### src/rtl/corebus_pkg.sv
// Core bus response definitions
package corebus_pkg;

  localparam int RESP_ID_WIDTH   = 4;
  localparam int RESP_DATA_WIDTH = 32;

  // 2'b00 is a plain response, 2'b01 a response with data.
  typedef logic [1:0]                 resp_type_t;
  typedef logic [RESP_ID_WIDTH-1:0]   resp_id_t;
  typedef logic [RESP_DATA_WIDTH-1:0] resp_data_t;

  // Type, ID, error, data and last, in that order from the MSB.
  localparam int RESP_PACKED_WIDTH =
    $bits(resp_type_t) + RESP_ID_WIDTH + 1 + RESP_DATA_WIDTH + 1;

  typedef logic [RESP_PACKED_WIDTH-1:0] resp_word_t;

  typedef enum logic {
    MERGE_IDLE,   // Free to pick a new port.
    MERGE_BURST   // Locked to the granted port until the last beat.
  } merge_state_t;

endpackage

### src/rtl/corebus_fifo.sv
// Synchronous FIFO
`timescale 1ns/1ps

module corebus_fifo #(
  parameter int WIDTH     = 8,
  parameter int DEPTH     = 4,
  parameter int THRESHOLD = DEPTH
)(
  input  logic                       i_clk,
  input  logic                       i_reset,
  input  logic                       i_clear,
  output logic                       o_empty,
  output logic                       o_almost_full,
  output logic                       o_full,
  output logic [$clog2(DEPTH+1)-1:0] o_word_count,
  input  logic                       i_push,
  input  logic [WIDTH-1:0]           i_data,
  input  logic                       i_pop,
  output logic [WIDTH-1:0]           o_data
);
  localparam int PTR_WIDTH   = (DEPTH > 1) ? $clog2(DEPTH) : 1;
  localparam int COUNT_WIDTH = $clog2(DEPTH + 1);

  logic [WIDTH-1:0]       mem [DEPTH];
  logic [PTR_WIDTH-1:0]   wr_ptr;
  logic [PTR_WIDTH-1:0]   rd_ptr;
  logic [COUNT_WIDTH-1:0] count;
  logic [COUNT_WIDTH-1:0] count_next;
  logic                   push_en;
  logic                   pop_en;

  function automatic logic [PTR_WIDTH-1:0] next_ptr(input logic [PTR_WIDTH-1:0] ptr);
    if (ptr == PTR_WIDTH'(DEPTH - 1)) begin
      return '0;
    end
    return ptr + PTR_WIDTH'(1);
  endfunction

  always_comb begin
    push_en = i_push && !o_full;  // A push into a full FIFO is dropped.
    pop_en  = i_pop && !o_empty;
  end

  always_comb begin
    count_next = count;
    if (push_en && !pop_en) begin
      count_next = count + COUNT_WIDTH'(1);
    end
    else if (pop_en && !push_en) begin
      count_next = count - COUNT_WIDTH'(1);
    end
  end

  // Clear has the same effect as reset and wins over push and pop.
  always_ff @(posedge i_clk) begin
    if (i_reset || i_clear) begin
      wr_ptr <= '0;
      rd_ptr <= '0;
    end
    else begin
      if (push_en) begin
        wr_ptr <= next_ptr(wr_ptr);
      end
      if (pop_en) begin
        rd_ptr <= next_ptr(rd_ptr);
      end
    end
  end

  always_ff @(posedge i_clk) begin
    if (i_reset || i_clear) begin
      count         <= '0;
      o_empty       <= 1'b1;
      o_almost_full <= 1'b0;
      o_full        <= 1'b0;
    end
    else begin
      count         <= count_next;
      o_empty       <= count_next == '0;
      o_almost_full <= count_next >= COUNT_WIDTH'(THRESHOLD);
      o_full        <= count_next == COUNT_WIDTH'(DEPTH);
    end
  end

  always_ff @(posedge i_clk) begin
    if (push_en) begin
      mem[wr_ptr] <= i_data;
    end
  end

  always_comb begin
    o_word_count = count;
    o_data       = mem[rd_ptr];  // Only valid while the FIFO is not empty.
  end

endmodule

### src/rtl/corebus_response_fifo.sv
// Core bus response FIFO
`timescale 1ns/1ps

module corebus_response_fifo #(
  parameter int DEPTH     = 4,
  parameter int THRESHOLD = DEPTH
)(
  input  logic                    i_clk,
  input  logic                    i_reset,
  input  logic                    i_clear,
  output logic                    o_empty,
  output logic                    o_almost_full,
  output logic                    o_full,
  input  logic                    i_sresp_valid,
  input  corebus_pkg::resp_type_t i_sresp_type,
  input  corebus_pkg::resp_id_t   i_sresp_id,
  input  logic                    i_sresp_error,
  input  corebus_pkg::resp_data_t i_sresp_data,
  input  logic                    i_sresp_last,
  output logic                    o_mresp_accept,
  output logic                    o_sresp_valid,
  output corebus_pkg::resp_type_t o_sresp_type,
  output corebus_pkg::resp_id_t   o_sresp_id,
  output logic                    o_sresp_error,
  output corebus_pkg::resp_data_t o_sresp_data,
  output logic                    o_sresp_last,
  input  logic                    i_mresp_accept
);
  corebus_pkg::resp_word_t in_word;
  corebus_pkg::resp_word_t out_word;

  always_comb begin
    in_word = {i_sresp_type, i_sresp_id, i_sresp_error, i_sresp_data, i_sresp_last};
  end

  always_comb begin
    {o_sresp_type, o_sresp_id, o_sresp_error, o_sresp_data, o_sresp_last} = out_word;
  end

  if (DEPTH >= 1) begin : g_fifo
    always_comb begin
      o_mresp_accept = !o_full;
      o_sresp_valid  = !o_empty;
    end

    corebus_fifo #(
      .WIDTH          (corebus_pkg::RESP_PACKED_WIDTH ),
      .DEPTH          (DEPTH                          ),
      .THRESHOLD      (THRESHOLD                      )
    ) u_fifo (
      .i_clk          (i_clk                          ),
      .i_reset        (i_reset                        ),
      .i_clear        (i_clear                        ),
      .o_empty        (o_empty                        ),
      .o_almost_full  (o_almost_full                  ),
      .o_full         (o_full                         ),
      .o_word_count   (),
      .i_push         (i_sresp_valid                  ),
      .i_data         (in_word                        ),
      .i_pop          (o_sresp_valid && i_mresp_accept),
      .o_data         (out_word                       )
    );
  end
  else begin : g_bypass
    always_comb begin
      o_empty       = 1'b1;
      o_almost_full = 1'b0;
      o_full        = 1'b0;
    end

    // Nothing is stored, so the beat goes straight through.
    always_comb begin
      o_mresp_accept = i_mresp_accept;
      o_sresp_valid  = i_sresp_valid;
      out_word       = in_word;
    end
  end

endmodule

### src/rtl/corebus_response_hub.sv
// Core bus response hub
`timescale 1ns/1ps

module corebus_response_hub #(
  parameter int DEPTH     = 4,
  parameter int THRESHOLD = DEPTH
)(
  input  logic                    i_clk,
  input  logic                    i_reset,
  input  logic                    i_clear,
  input  logic                    i_sresp_valid_0,
  input  corebus_pkg::resp_type_t i_sresp_type_0,
  input  corebus_pkg::resp_id_t   i_sresp_id_0,
  input  logic                    i_sresp_error_0,
  input  corebus_pkg::resp_data_t i_sresp_data_0,
  input  logic                    i_sresp_last_0,
  output logic                    o_mresp_accept_0,
  input  logic                    i_sresp_valid_1,
  input  corebus_pkg::resp_type_t i_sresp_type_1,
  input  corebus_pkg::resp_id_t   i_sresp_id_1,
  input  logic                    i_sresp_error_1,
  input  corebus_pkg::resp_data_t i_sresp_data_1,
  input  logic                    i_sresp_last_1,
  output logic                    o_mresp_accept_1,
  output logic                    o_empty_0,
  output logic                    o_almost_full_0,
  output logic                    o_full_0,
  output logic                    o_empty_1,
  output logic                    o_almost_full_1,
  output logic                    o_full_1,
  output logic                    o_sresp_valid,
  output corebus_pkg::resp_type_t o_sresp_type,
  output corebus_pkg::resp_id_t   o_sresp_id,
  output logic                    o_sresp_error,
  output corebus_pkg::resp_data_t o_sresp_data,
  output logic                    o_sresp_last,
  input  logic                    i_mresp_accept
);
  logic                    fifo_valid_0;
  corebus_pkg::resp_type_t fifo_type_0;
  corebus_pkg::resp_id_t   fifo_id_0;
  logic                    fifo_error_0;
  corebus_pkg::resp_data_t fifo_data_0;
  logic                    fifo_last_0;
  logic                    merge_accept_0;
  logic                    fifo_valid_1;
  corebus_pkg::resp_type_t fifo_type_1;
  corebus_pkg::resp_id_t   fifo_id_1;
  logic                    fifo_error_1;
  corebus_pkg::resp_data_t fifo_data_1;
  logic                    fifo_last_1;
  logic                    merge_accept_1;

  corebus_response_fifo #(
    .DEPTH          (DEPTH          ),
    .THRESHOLD      (THRESHOLD      )
  ) u_fifo_0 (
    .i_clk          (i_clk          ),
    .i_reset        (i_reset        ),
    .i_clear        (i_clear        ),
    .o_empty        (o_empty_0      ),
    .o_almost_full  (o_almost_full_0),
    .o_full         (o_full_0       ),
    .i_sresp_valid  (i_sresp_valid_0),
    .i_sresp_type   (i_sresp_type_0 ),
    .i_sresp_id     (i_sresp_id_0   ),
    .i_sresp_error  (i_sresp_error_0),
    .i_sresp_data   (i_sresp_data_0 ),
    .i_sresp_last   (i_sresp_last_0 ),
    .o_mresp_accept (o_mresp_accept_0),
    .o_sresp_valid  (fifo_valid_0   ),
    .o_sresp_type   (fifo_type_0    ),
    .o_sresp_id     (fifo_id_0      ),
    .o_sresp_error  (fifo_error_0   ),
    .o_sresp_data   (fifo_data_0    ),
    .o_sresp_last   (fifo_last_0    ),
    .i_mresp_accept (merge_accept_0 )
  );

  corebus_response_fifo #(
    .DEPTH          (DEPTH          ),
    .THRESHOLD      (THRESHOLD      )
  ) u_fifo_1 (
    .i_clk          (i_clk          ),
    .i_reset        (i_reset        ),
    .i_clear        (i_clear        ),
    .o_empty        (o_empty_1      ),
    .o_almost_full  (o_almost_full_1),
    .o_full         (o_full_1       ),
    .i_sresp_valid  (i_sresp_valid_1),
    .i_sresp_type   (i_sresp_type_1 ),
    .i_sresp_id     (i_sresp_id_1   ),
    .i_sresp_error  (i_sresp_error_1),
    .i_sresp_data   (i_sresp_data_1 ),
    .i_sresp_last   (i_sresp_last_1 ),
    .o_mresp_accept (o_mresp_accept_1),
    .o_sresp_valid  (fifo_valid_1   ),
    .o_sresp_type   (fifo_type_1    ),
    .o_sresp_id     (fifo_id_1      ),
    .o_sresp_error  (fifo_error_1   ),
    .o_sresp_data   (fifo_data_1    ),
    .o_sresp_last   (fifo_last_1    ),
    .i_mresp_accept (merge_accept_1 )
  );

  corebus_response_merger u_merger (
    .i_clk            (i_clk          ),
    .i_reset          (i_reset        ),
    .i_sresp_valid_0  (fifo_valid_0   ),
    .i_sresp_type_0   (fifo_type_0    ),
    .i_sresp_id_0     (fifo_id_0      ),
    .i_sresp_error_0  (fifo_error_0   ),
    .i_sresp_data_0   (fifo_data_0    ),
    .i_sresp_last_0   (fifo_last_0    ),
    .o_mresp_accept_0 (merge_accept_0 ),
    .i_sresp_valid_1  (fifo_valid_1   ),
    .i_sresp_type_1   (fifo_type_1    ),
    .i_sresp_id_1     (fifo_id_1      ),
    .i_sresp_error_1  (fifo_error_1   ),
    .i_sresp_data_1   (fifo_data_1    ),
    .i_sresp_last_1   (fifo_last_1    ),
    .o_mresp_accept_1 (merge_accept_1 ),
    .o_sresp_valid    (o_sresp_valid  ),
    .o_sresp_type     (o_sresp_type   ),
    .o_sresp_id       (o_sresp_id     ),
    .o_sresp_error    (o_sresp_error  ),
    .o_sresp_data     (o_sresp_data   ),
    .o_sresp_last     (o_sresp_last   ),
    .i_mresp_accept   (i_mresp_accept )
  );

endmodule

### src/rtl/corebus_response_merger.sv
// Core bus response merger
`timescale 1ns/1ps

module corebus_response_merger (
  input  logic                    i_clk,
  input  logic                    i_reset,
  input  logic                    i_sresp_valid_0,
  input  corebus_pkg::resp_type_t i_sresp_type_0,
  input  corebus_pkg::resp_id_t   i_sresp_id_0,
  input  logic                    i_sresp_error_0,
  input  corebus_pkg::resp_data_t i_sresp_data_0,
  input  logic                    i_sresp_last_0,
  output logic                    o_mresp_accept_0,
  input  logic                    i_sresp_valid_1,
  input  corebus_pkg::resp_type_t i_sresp_type_1,
  input  corebus_pkg::resp_id_t   i_sresp_id_1,
  input  logic                    i_sresp_error_1,
  input  corebus_pkg::resp_data_t i_sresp_data_1,
  input  logic                    i_sresp_last_1,
  output logic                    o_mresp_accept_1,
  output logic                    o_sresp_valid,
  output corebus_pkg::resp_type_t o_sresp_type,
  output corebus_pkg::resp_id_t   o_sresp_id,
  output logic                    o_sresp_error,
  output corebus_pkg::resp_data_t o_sresp_data,
  output logic                    o_sresp_last,
  input  logic                    i_mresp_accept
);
  corebus_pkg::merge_state_t state;
  logic                      grant_port;  // Port that holds the burst lock.
  logic                      rr_port;     // Port favoured at the next pick.
  logic                      sel_port;
  logic                      transfer;

  // Favoured port first, then the other one if only it is valid.
  always_comb begin
    if (state == corebus_pkg::MERGE_BURST) begin
      sel_port = grant_port;
    end
    else if (rr_port) begin
      sel_port = i_sresp_valid_1 || !i_sresp_valid_0;
    end
    else begin
      sel_port = !i_sresp_valid_0 && i_sresp_valid_1;
    end
  end

  always_comb begin
    if (sel_port) begin
      o_sresp_valid = i_sresp_valid_1;
      o_sresp_type  = i_sresp_type_1;
      o_sresp_id    = i_sresp_id_1;
      o_sresp_error = i_sresp_error_1;
      o_sresp_data  = i_sresp_data_1;
      o_sresp_last  = i_sresp_last_1;
    end
    else begin
      o_sresp_valid = i_sresp_valid_0;
      o_sresp_type  = i_sresp_type_0;
      o_sresp_id    = i_sresp_id_0;
      o_sresp_error = i_sresp_error_0;
      o_sresp_data  = i_sresp_data_0;
      o_sresp_last  = i_sresp_last_0;
    end
  end

  always_comb begin
    o_mresp_accept_0 = i_mresp_accept && !sel_port;
    o_mresp_accept_1 = i_mresp_accept && sel_port;
    transfer         = o_sresp_valid && i_mresp_accept;
  end

  // A single beat counts as a burst of one.
  always_ff @(posedge i_clk) begin
    if (i_reset) begin
      state      <= corebus_pkg::MERGE_IDLE;
      grant_port <= 1'b0;
      rr_port    <= 1'b0;
    end
    else if (transfer) begin
      if (o_sresp_last) begin
        state   <= corebus_pkg::MERGE_IDLE;
        rr_port <= !sel_port;  // Hand priority to the other port.
      end
      else begin
        state      <= corebus_pkg::MERGE_BURST;
        grant_port <= sel_port;
      end
    end
  end

endmodule

### config.mk
export PLATFORM = sky130hd
export DESIGN_NAME = corebus_response_hub
export DESIGN_NICKNAME = d
export VERILOG_FILES = /design/src/rtl/corebus_pkg.sv /design/src/rtl/corebus_fifo.sv /design/src/rtl/corebus_response_fifo.sv /design/src/rtl/corebus_response_hub.sv /design/src/rtl/corebus_response_merger.sv
export SDC_FILE = /design/constraint.sdc
export NUM_CORES = 1
export LEC_CHECK = 0
export BUFFER_PORTS_ARGS = -buffer_cell sky130_fd_sc_hd__buf_2
export CAP_MARGIN = 20
export CORE_UTILIZATION = 30
export DETAILED_ROUTE_END_ITERATION = 6
export MAX_ROUTING_LAYER = met4
export PLACE_DENSITY = 0.48
export SYNTH_ARGS = -nofsm -noshare
export SYNTH_HDL_FRONTEND = slang
export SYNTH_HIERARCHICAL = 1
export SYNTH_SLANG_ARGS = --single-unit
export TNS_END_PERCENT = 5
### constraint.sdc
create_clock -name i_clk -period 2.4 [get_ports i_clk]
set_input_delay 0.12 -clock i_clk [delete_from_list [all_inputs] [get_ports i_clk]]
set_output_delay 0.12 -clock i_clk [all_outputs]
set_load 0.01 [all_outputs]
Word-level counts from Yosys, hierarchy flattened
Memories as Yosys holds them, arrays and structs flattened. A register that Yosys moved wholly into a read port is not among the register bits.
Cells that the tools add are included.
{ "classes": {"eq_ne": 6, "magnitude_cmp": 2, "n_mux": 41, "n_bitwise": 1, "n_reduce_logical": 29, "addsub": 8} }
{ "ops": {"columns": ["operator", "count"], "rows": [
  ["32-bit 2-to-1 mux", 1],
  ["2-bit 2-to-1 mux", 13],
  ["1-bit 2-to-1 mux", 22],
  ["1-bit logical AND", 14],
  ["3-bit 2-to-1 mux", 4],
  ["1-bit logical NOT", 9],
  ["2-bit by 1-bit adder with 2-bit output, second input constant", 4],
  ["2-bit == test, second input constant", 4],
  ["3-bit by 1-bit adder with 3-bit output, second input constant", 2],
  ["3-bit == test, second input constant", 2],
  ["3-bit greater-or-equal comparator, second input constant", 2],
  ["3-bit logical NOT", 2],
  ["3-bit by 1-bit subtractor with 3-bit output, second input constant", 2],
  ["4-bit 2-to-1 mux", 1],
  ["2-bit AND reduction", 2],
  ["1-bit logical OR", 2],
  ["1-bit NOT", 1]
]} }
{ "word_totals": {"ramBits": 320, "regBits": 23, "word_cells": 104, "n_memories": 2} }
{ "memory_table": {"columns": ["memory", "depth", "word_bits", "read_ports", "rd_ports_with_merged_regs", "wr", "line_no", "rtl"], "rows": [
  ["u_fifo_0.g_fifo.u_fifo.mem", 4, 40, 1, 1, 1, "corebus_fifo.sv:24", "logic [WIDTH-1:0] mem [DEPTH];"],
  ["u_fifo_1.g_fifo.u_fifo.mem", 4, 40, 1, 1, 1, "corebus_fifo.sv:24", null]
]} }

Longest topological paths before layout
{ "depth": {"word_depth": 13, "ltp_mapped": 11, "ltp_nobuf": 10} }

By module
The synthesis kept the hierarchy.
{ "by_module_without_submodules": {"columns": ["module", "cells_per_inst", "n_inst", "seq_area_each_um2", "area_per_inst_um2"], "rows": [
  ["corebus_fifo (u_fifo_0.g_fifo.u_fifo)", 279, 1, 5024.8, 6403.6],
  ["corebus_fifo (u_fifo_1.g_fifo.u_fifo)", 281, 1, 5024.8, 6397.4],
  ["corebus_response_merger", 80, 1, 60.1, 877.1],
  ["corebus_response_fifo", 3, 2, 0.0, 13.8]
]} }

Worst setup path before layout
OpenSTA, ideal clock, no wires.
{ "synth_path": {"kind": "reg2reg", "startpoint": "register u_fifo_1.g_fifo.u_fifo.o_empty", "endpoint": "register u_fifo_1.g_fifo.u_fifo.o_empty", "path_buffers": 1, "stages_incl_launch_ff": 12, "slack_ns": 0.152, "setup_ns": 0.115, "arrival_time_ns": 2.133, "cell_sequence": "dfxtp_1 -> inv_1 -> nor2b_1 -> o211ai_2 -> and2_1 -> nor2_1 -> nor2b_1 -> nor2b_1 -> buf_4 -> and3_4 -> or3_4 -> and3_1"} }
{ "synth_via": {"elab_chain_len": 11} }
{ "synth_rtl": {"columns": ["item", "line_no", "rtl"], "rows": [
  ["start: declaration", "corebus_fifo.sv:12", "output logic o_empty,"],
  ["start signal: assignment", "corebus_fifo.sv:73", "o_empty <= 1'b1;"],
  ["start signal: assignment", "corebus_fifo.sv:79", "o_empty <= count_next == '0;"],
  ["1-bit logical NOT *", "corebus_response_fifo.sv:43", "o_sresp_valid = !o_empty;"],
  ["named net fifo_valid_1", "corebus_response_hub.sv:46", "logic fifo_valid_1;"],
  ["1-bit logical AND or 1-bit logical OR (tied branches)", "corebus_response_merger.sv:44, corebus_response_merger.sv:41", null],
  ["1-bit 2-to-1 mux *", "corebus_response_merger.sv:40", "else if (rr_port) begin"],
  ["1-bit 2-to-1 mux *", "corebus_response_merger.sv:37", "if (state == corebus_pkg::MERGE_BURST) begin"],
  ["1-bit logical AND *", "corebus_response_merger.sv:69", "o_mresp_accept_1 = i_mresp_accept && sel_port;"],
  ["named net merge_accept_1", "corebus_response_hub.sv:52", "logic merge_accept_1;"],
  ["1-bit logical AND *", "corebus_response_fifo.sv:60", ".i_pop (o_sresp_valid && i_mresp_accept),"],
  ["1-bit logical AND *", "corebus_fifo.sv:41", "pop_en = i_pop && !o_empty;"],
  ["1-bit logical AND or 1-bit logical NOT (tied branches)", "corebus_fifo.sv:49, corebus_fifo.sv:46", null],
  ["3-bit 2-to-1 mux or 1-bit logical AND (tied branches)", "corebus_fifo.sv:49, corebus_fifo.sv:46", null],
  ["3-bit 2-to-1 mux *", "corebus_fifo.sv:46", "if (push_en && !pop_en) begin"],
  ["3-bit logical NOT *", "corebus_fifo.sv:79", null]
]} }
The timed path passes the listed nets; every way through them passes the cells marked *.
A chain may end at the register's enable or synchronous reset.

==> run_results.csv <==
group,metric,value,unit
status,status,"completed",
synth,synth_nets,744,
synth,syn_inst,644,
pwr,max-vdd-ir-drop,0.459,mV
detailed_routing,drt_wl_total,31.3,mm
global_route,overflow,0,
detailed_routing,via_per_inst,4.52,
finish,drive_gt1_frac,0.396,
critical_path,start_kind,"register",
cts,numCtsBuffers,39,
global_route,grt_pass1_vias,7517,
floorplanning,die_area,46500,µm²
synth,avgSynthCellArea,21.3,µm²
cts,clk_latency,0.55,ns
pwr,p_sw,2.95,mW
finish,nFillCells,4064,
global_route,antenna_found_initial,5,
critical_path,worstPathArrival,2.26,ns
timing,final-setup-viol-count,0,
floorplanning,die_w,216,µm
global_route,grt_max_degree,41,
pwr,power.density,788,nW/µm²
finish,multiInputGateArea,3370,µm²
finish,final_cell_area,17500,µm²
pwr,power_leakage,5.95,nW
floorplanning,die_h,216,µm
finish,area_growth,28.2,%
timing,tightest_slew,0.417,ns
timing,skew,0.0171,ns
synth,mappedNetlistArea,13700,µm²
timing,period_share,0.990,
finish,final_util,0.393,
timing,finalHoldViolCount,0,
cts,cts_sinks,345,
pwr,p_sw_frac,0.214,
detailed_routing,wl_per_cell,20.4,µm
finish,regArea,10100,µm²
worst_hold_path,hold_class,"in2reg",
critical_path,cp_data_required_time,2.28,ns
timing,drv_slew,0,
floorplanning,start_util,0.307,
global_route,grt_pass1_wl,46.4,mm
floorplanning,io_pins,135,
run,drv_cap,0,
floorplanning,core_area,44600,µm²
pwr,pwr-share-clk,0.423,
placement,dpl.hpwl,18.6,mm
placement,dp_worst_setup_slack,0.0342,ns
critical_path,worstSetupEndpointType,"primary output",
floorplanning,num_rows,77,
placement,gp_congestion,0.773,
timing,rsz0062_at_grt,"true",
critical_path,rrSetupSlack,0.07,ns
pwr,combPwrFrac,0.088,
detailed_routing,drc_errors,0,
detailed_routing,drtPass1Iterations,4,
placement,port_buffers,134,
timing,min_period,2.38,ns
cts,cts_tree,"yes",
global_route,grt_usage,0.140,
timing,setup_slack,0.0232,ns
detailed_routing,drtIter0Drc,366,
pwr,p_seq_frac,0.489,
timing,fmax,421,MHz
timing,holdWs,0.0314,ns
detailed_routing,postRouteAntennaNets,0,
placement,placed_cell_area,15200,µm²
critical_path,crit_path_max_fanout,23,
pwr,total_power,13.8,mW
critical_path,worst-setup-path-type,"reg2out",
pwr,p_int,10.9,mW
cts,clkSlewWorstSetupHoldPaths,0.06,ns
detailed_routing,vias,6937,
timing,max_slew_margin,0.722,
cts,cts.path.max_buffers,3,
finish,layout.nets,1009,
cts,root_buffer,"clkbuf_16",
synth,yosys_warnings,6,
cts,h-tree-depth,2,
## stage by stage
| stage | setup TNS, ns | cells |
|---|---|---|
| global placement | 0 | 1368 |
| finish | 0 | 1535 |
| floorplan | 0 | 644 |
| global route | -2.37 | 1535 |
| detailed placement | 0 | 1368 |
| CTS | -0.0432 | 1526 |
## path summary, 6_finish.rpt
kind / cells past startpoint / end / startpoint
setup / recovery: 4 / o_sresp_id[1] / register
hold / removal: 4 / u_fifo_0/g_fifo.u_fifo/wr_ptr[1] / i_sresp_valid_0
setup reg to reg: 6 / u_merger/state / register
hold reg to reg: 2 / register / u_fifo_1/g_fifo.u_fifo/rd_ptr[1]
## final cells by class
class	count	share of cell area
Tap cell	592	0.0422
Timing Repair Buffer	251	0.113
Clock buffer	50	0.0598
Clock inverter	20	0.0120
Inverter	17	0.00364
Antenna cell	5	0.000713
Sequential cell	345	0.577
Multi-Input combinational cell	255	0.192
## worst max-delay path, stage by stage, from the launching register on
cell and delay [ns]:
dfxtp_4 0.38, buf_12 0.25, mux4_2 0.58, mux2_1 0.33, buf_2 0.15
## power by group through the flow
stage          Sequential [mW]  Clock [mW]  Combinational [mW]
2_1_floorplan             6.88           0               0.588
3_3_place_gp              6.88           0               0.998
3_5_place_dp              6.89           0                1.01
4_1_cts                   6.76        6.03                1.19
5_1_grt                   6.77        6.24                1.31
6_report                  6.76        5.85                1.22
## flip-flops by register name, indices dropped and copies added (netlist names), 2 cells and up, named ones only
name and flops:
u_fifo_1/g_fifo.u_fifo/wr_ptr 2, u_fifo_0/g_fifo.u_fifo/rd_ptr 2, u_fifo_1/g_fifo.u_fifo/mem 160, u_fifo_0/g_fifo.u_fifo/wr_ptr 2, u_fifo_0/g_fifo.u_fifo/o_word_count 2, u_fifo_1/g_fifo.u_fifo/o_word_count 2
u_fifo_1/g_fifo.u_fifo/rd_ptr 2, u_fifo_0/g_fifo.u_fifo/mem 160
## cell usage in the layout (no fill, tap or decap), drive strengths merged, types with 2 or more instances in the layout
cell and instances:
maj3 2, nor2b 5, nand2 16, nand2b 6, o21ai 5, xnor2 3, o31ai 2, nand3 2
clkinv 16, a21oi 19, and2 9, mux4 80, nor2 16, nand4 2, a211o 3, buf 163
and2b 2, a211oi 2, and3 4, nor3 6, inv 17, o211ai 2, or2 2, edfxtp 320
bufinv 4, dlygate4sd3 86, dfxtp 25, diode 5, mux2 40, ha 14, mux2i 2, clkbuf 52
## metal layers
layer	track usage	part of all wire	vias up
met3	0.0345	0.047	48
li1	-	-	3177
met2	0.229	0.49	131
met1	0.172	0.44	3581
met4	0.0376	0.019	0
met5	-	0	-
## what timing repair did
item	in CTS	in global routing
gates resized for setup	16	9
hold buffers	86	0
buffers inserted	1	2
gates cloned	1	2
endpoints found under the setup margin	37	45
pin swaps	1	2
hold endpoints to repair	330	0
No activity file was read; power rests on OpenSTA's default activity.
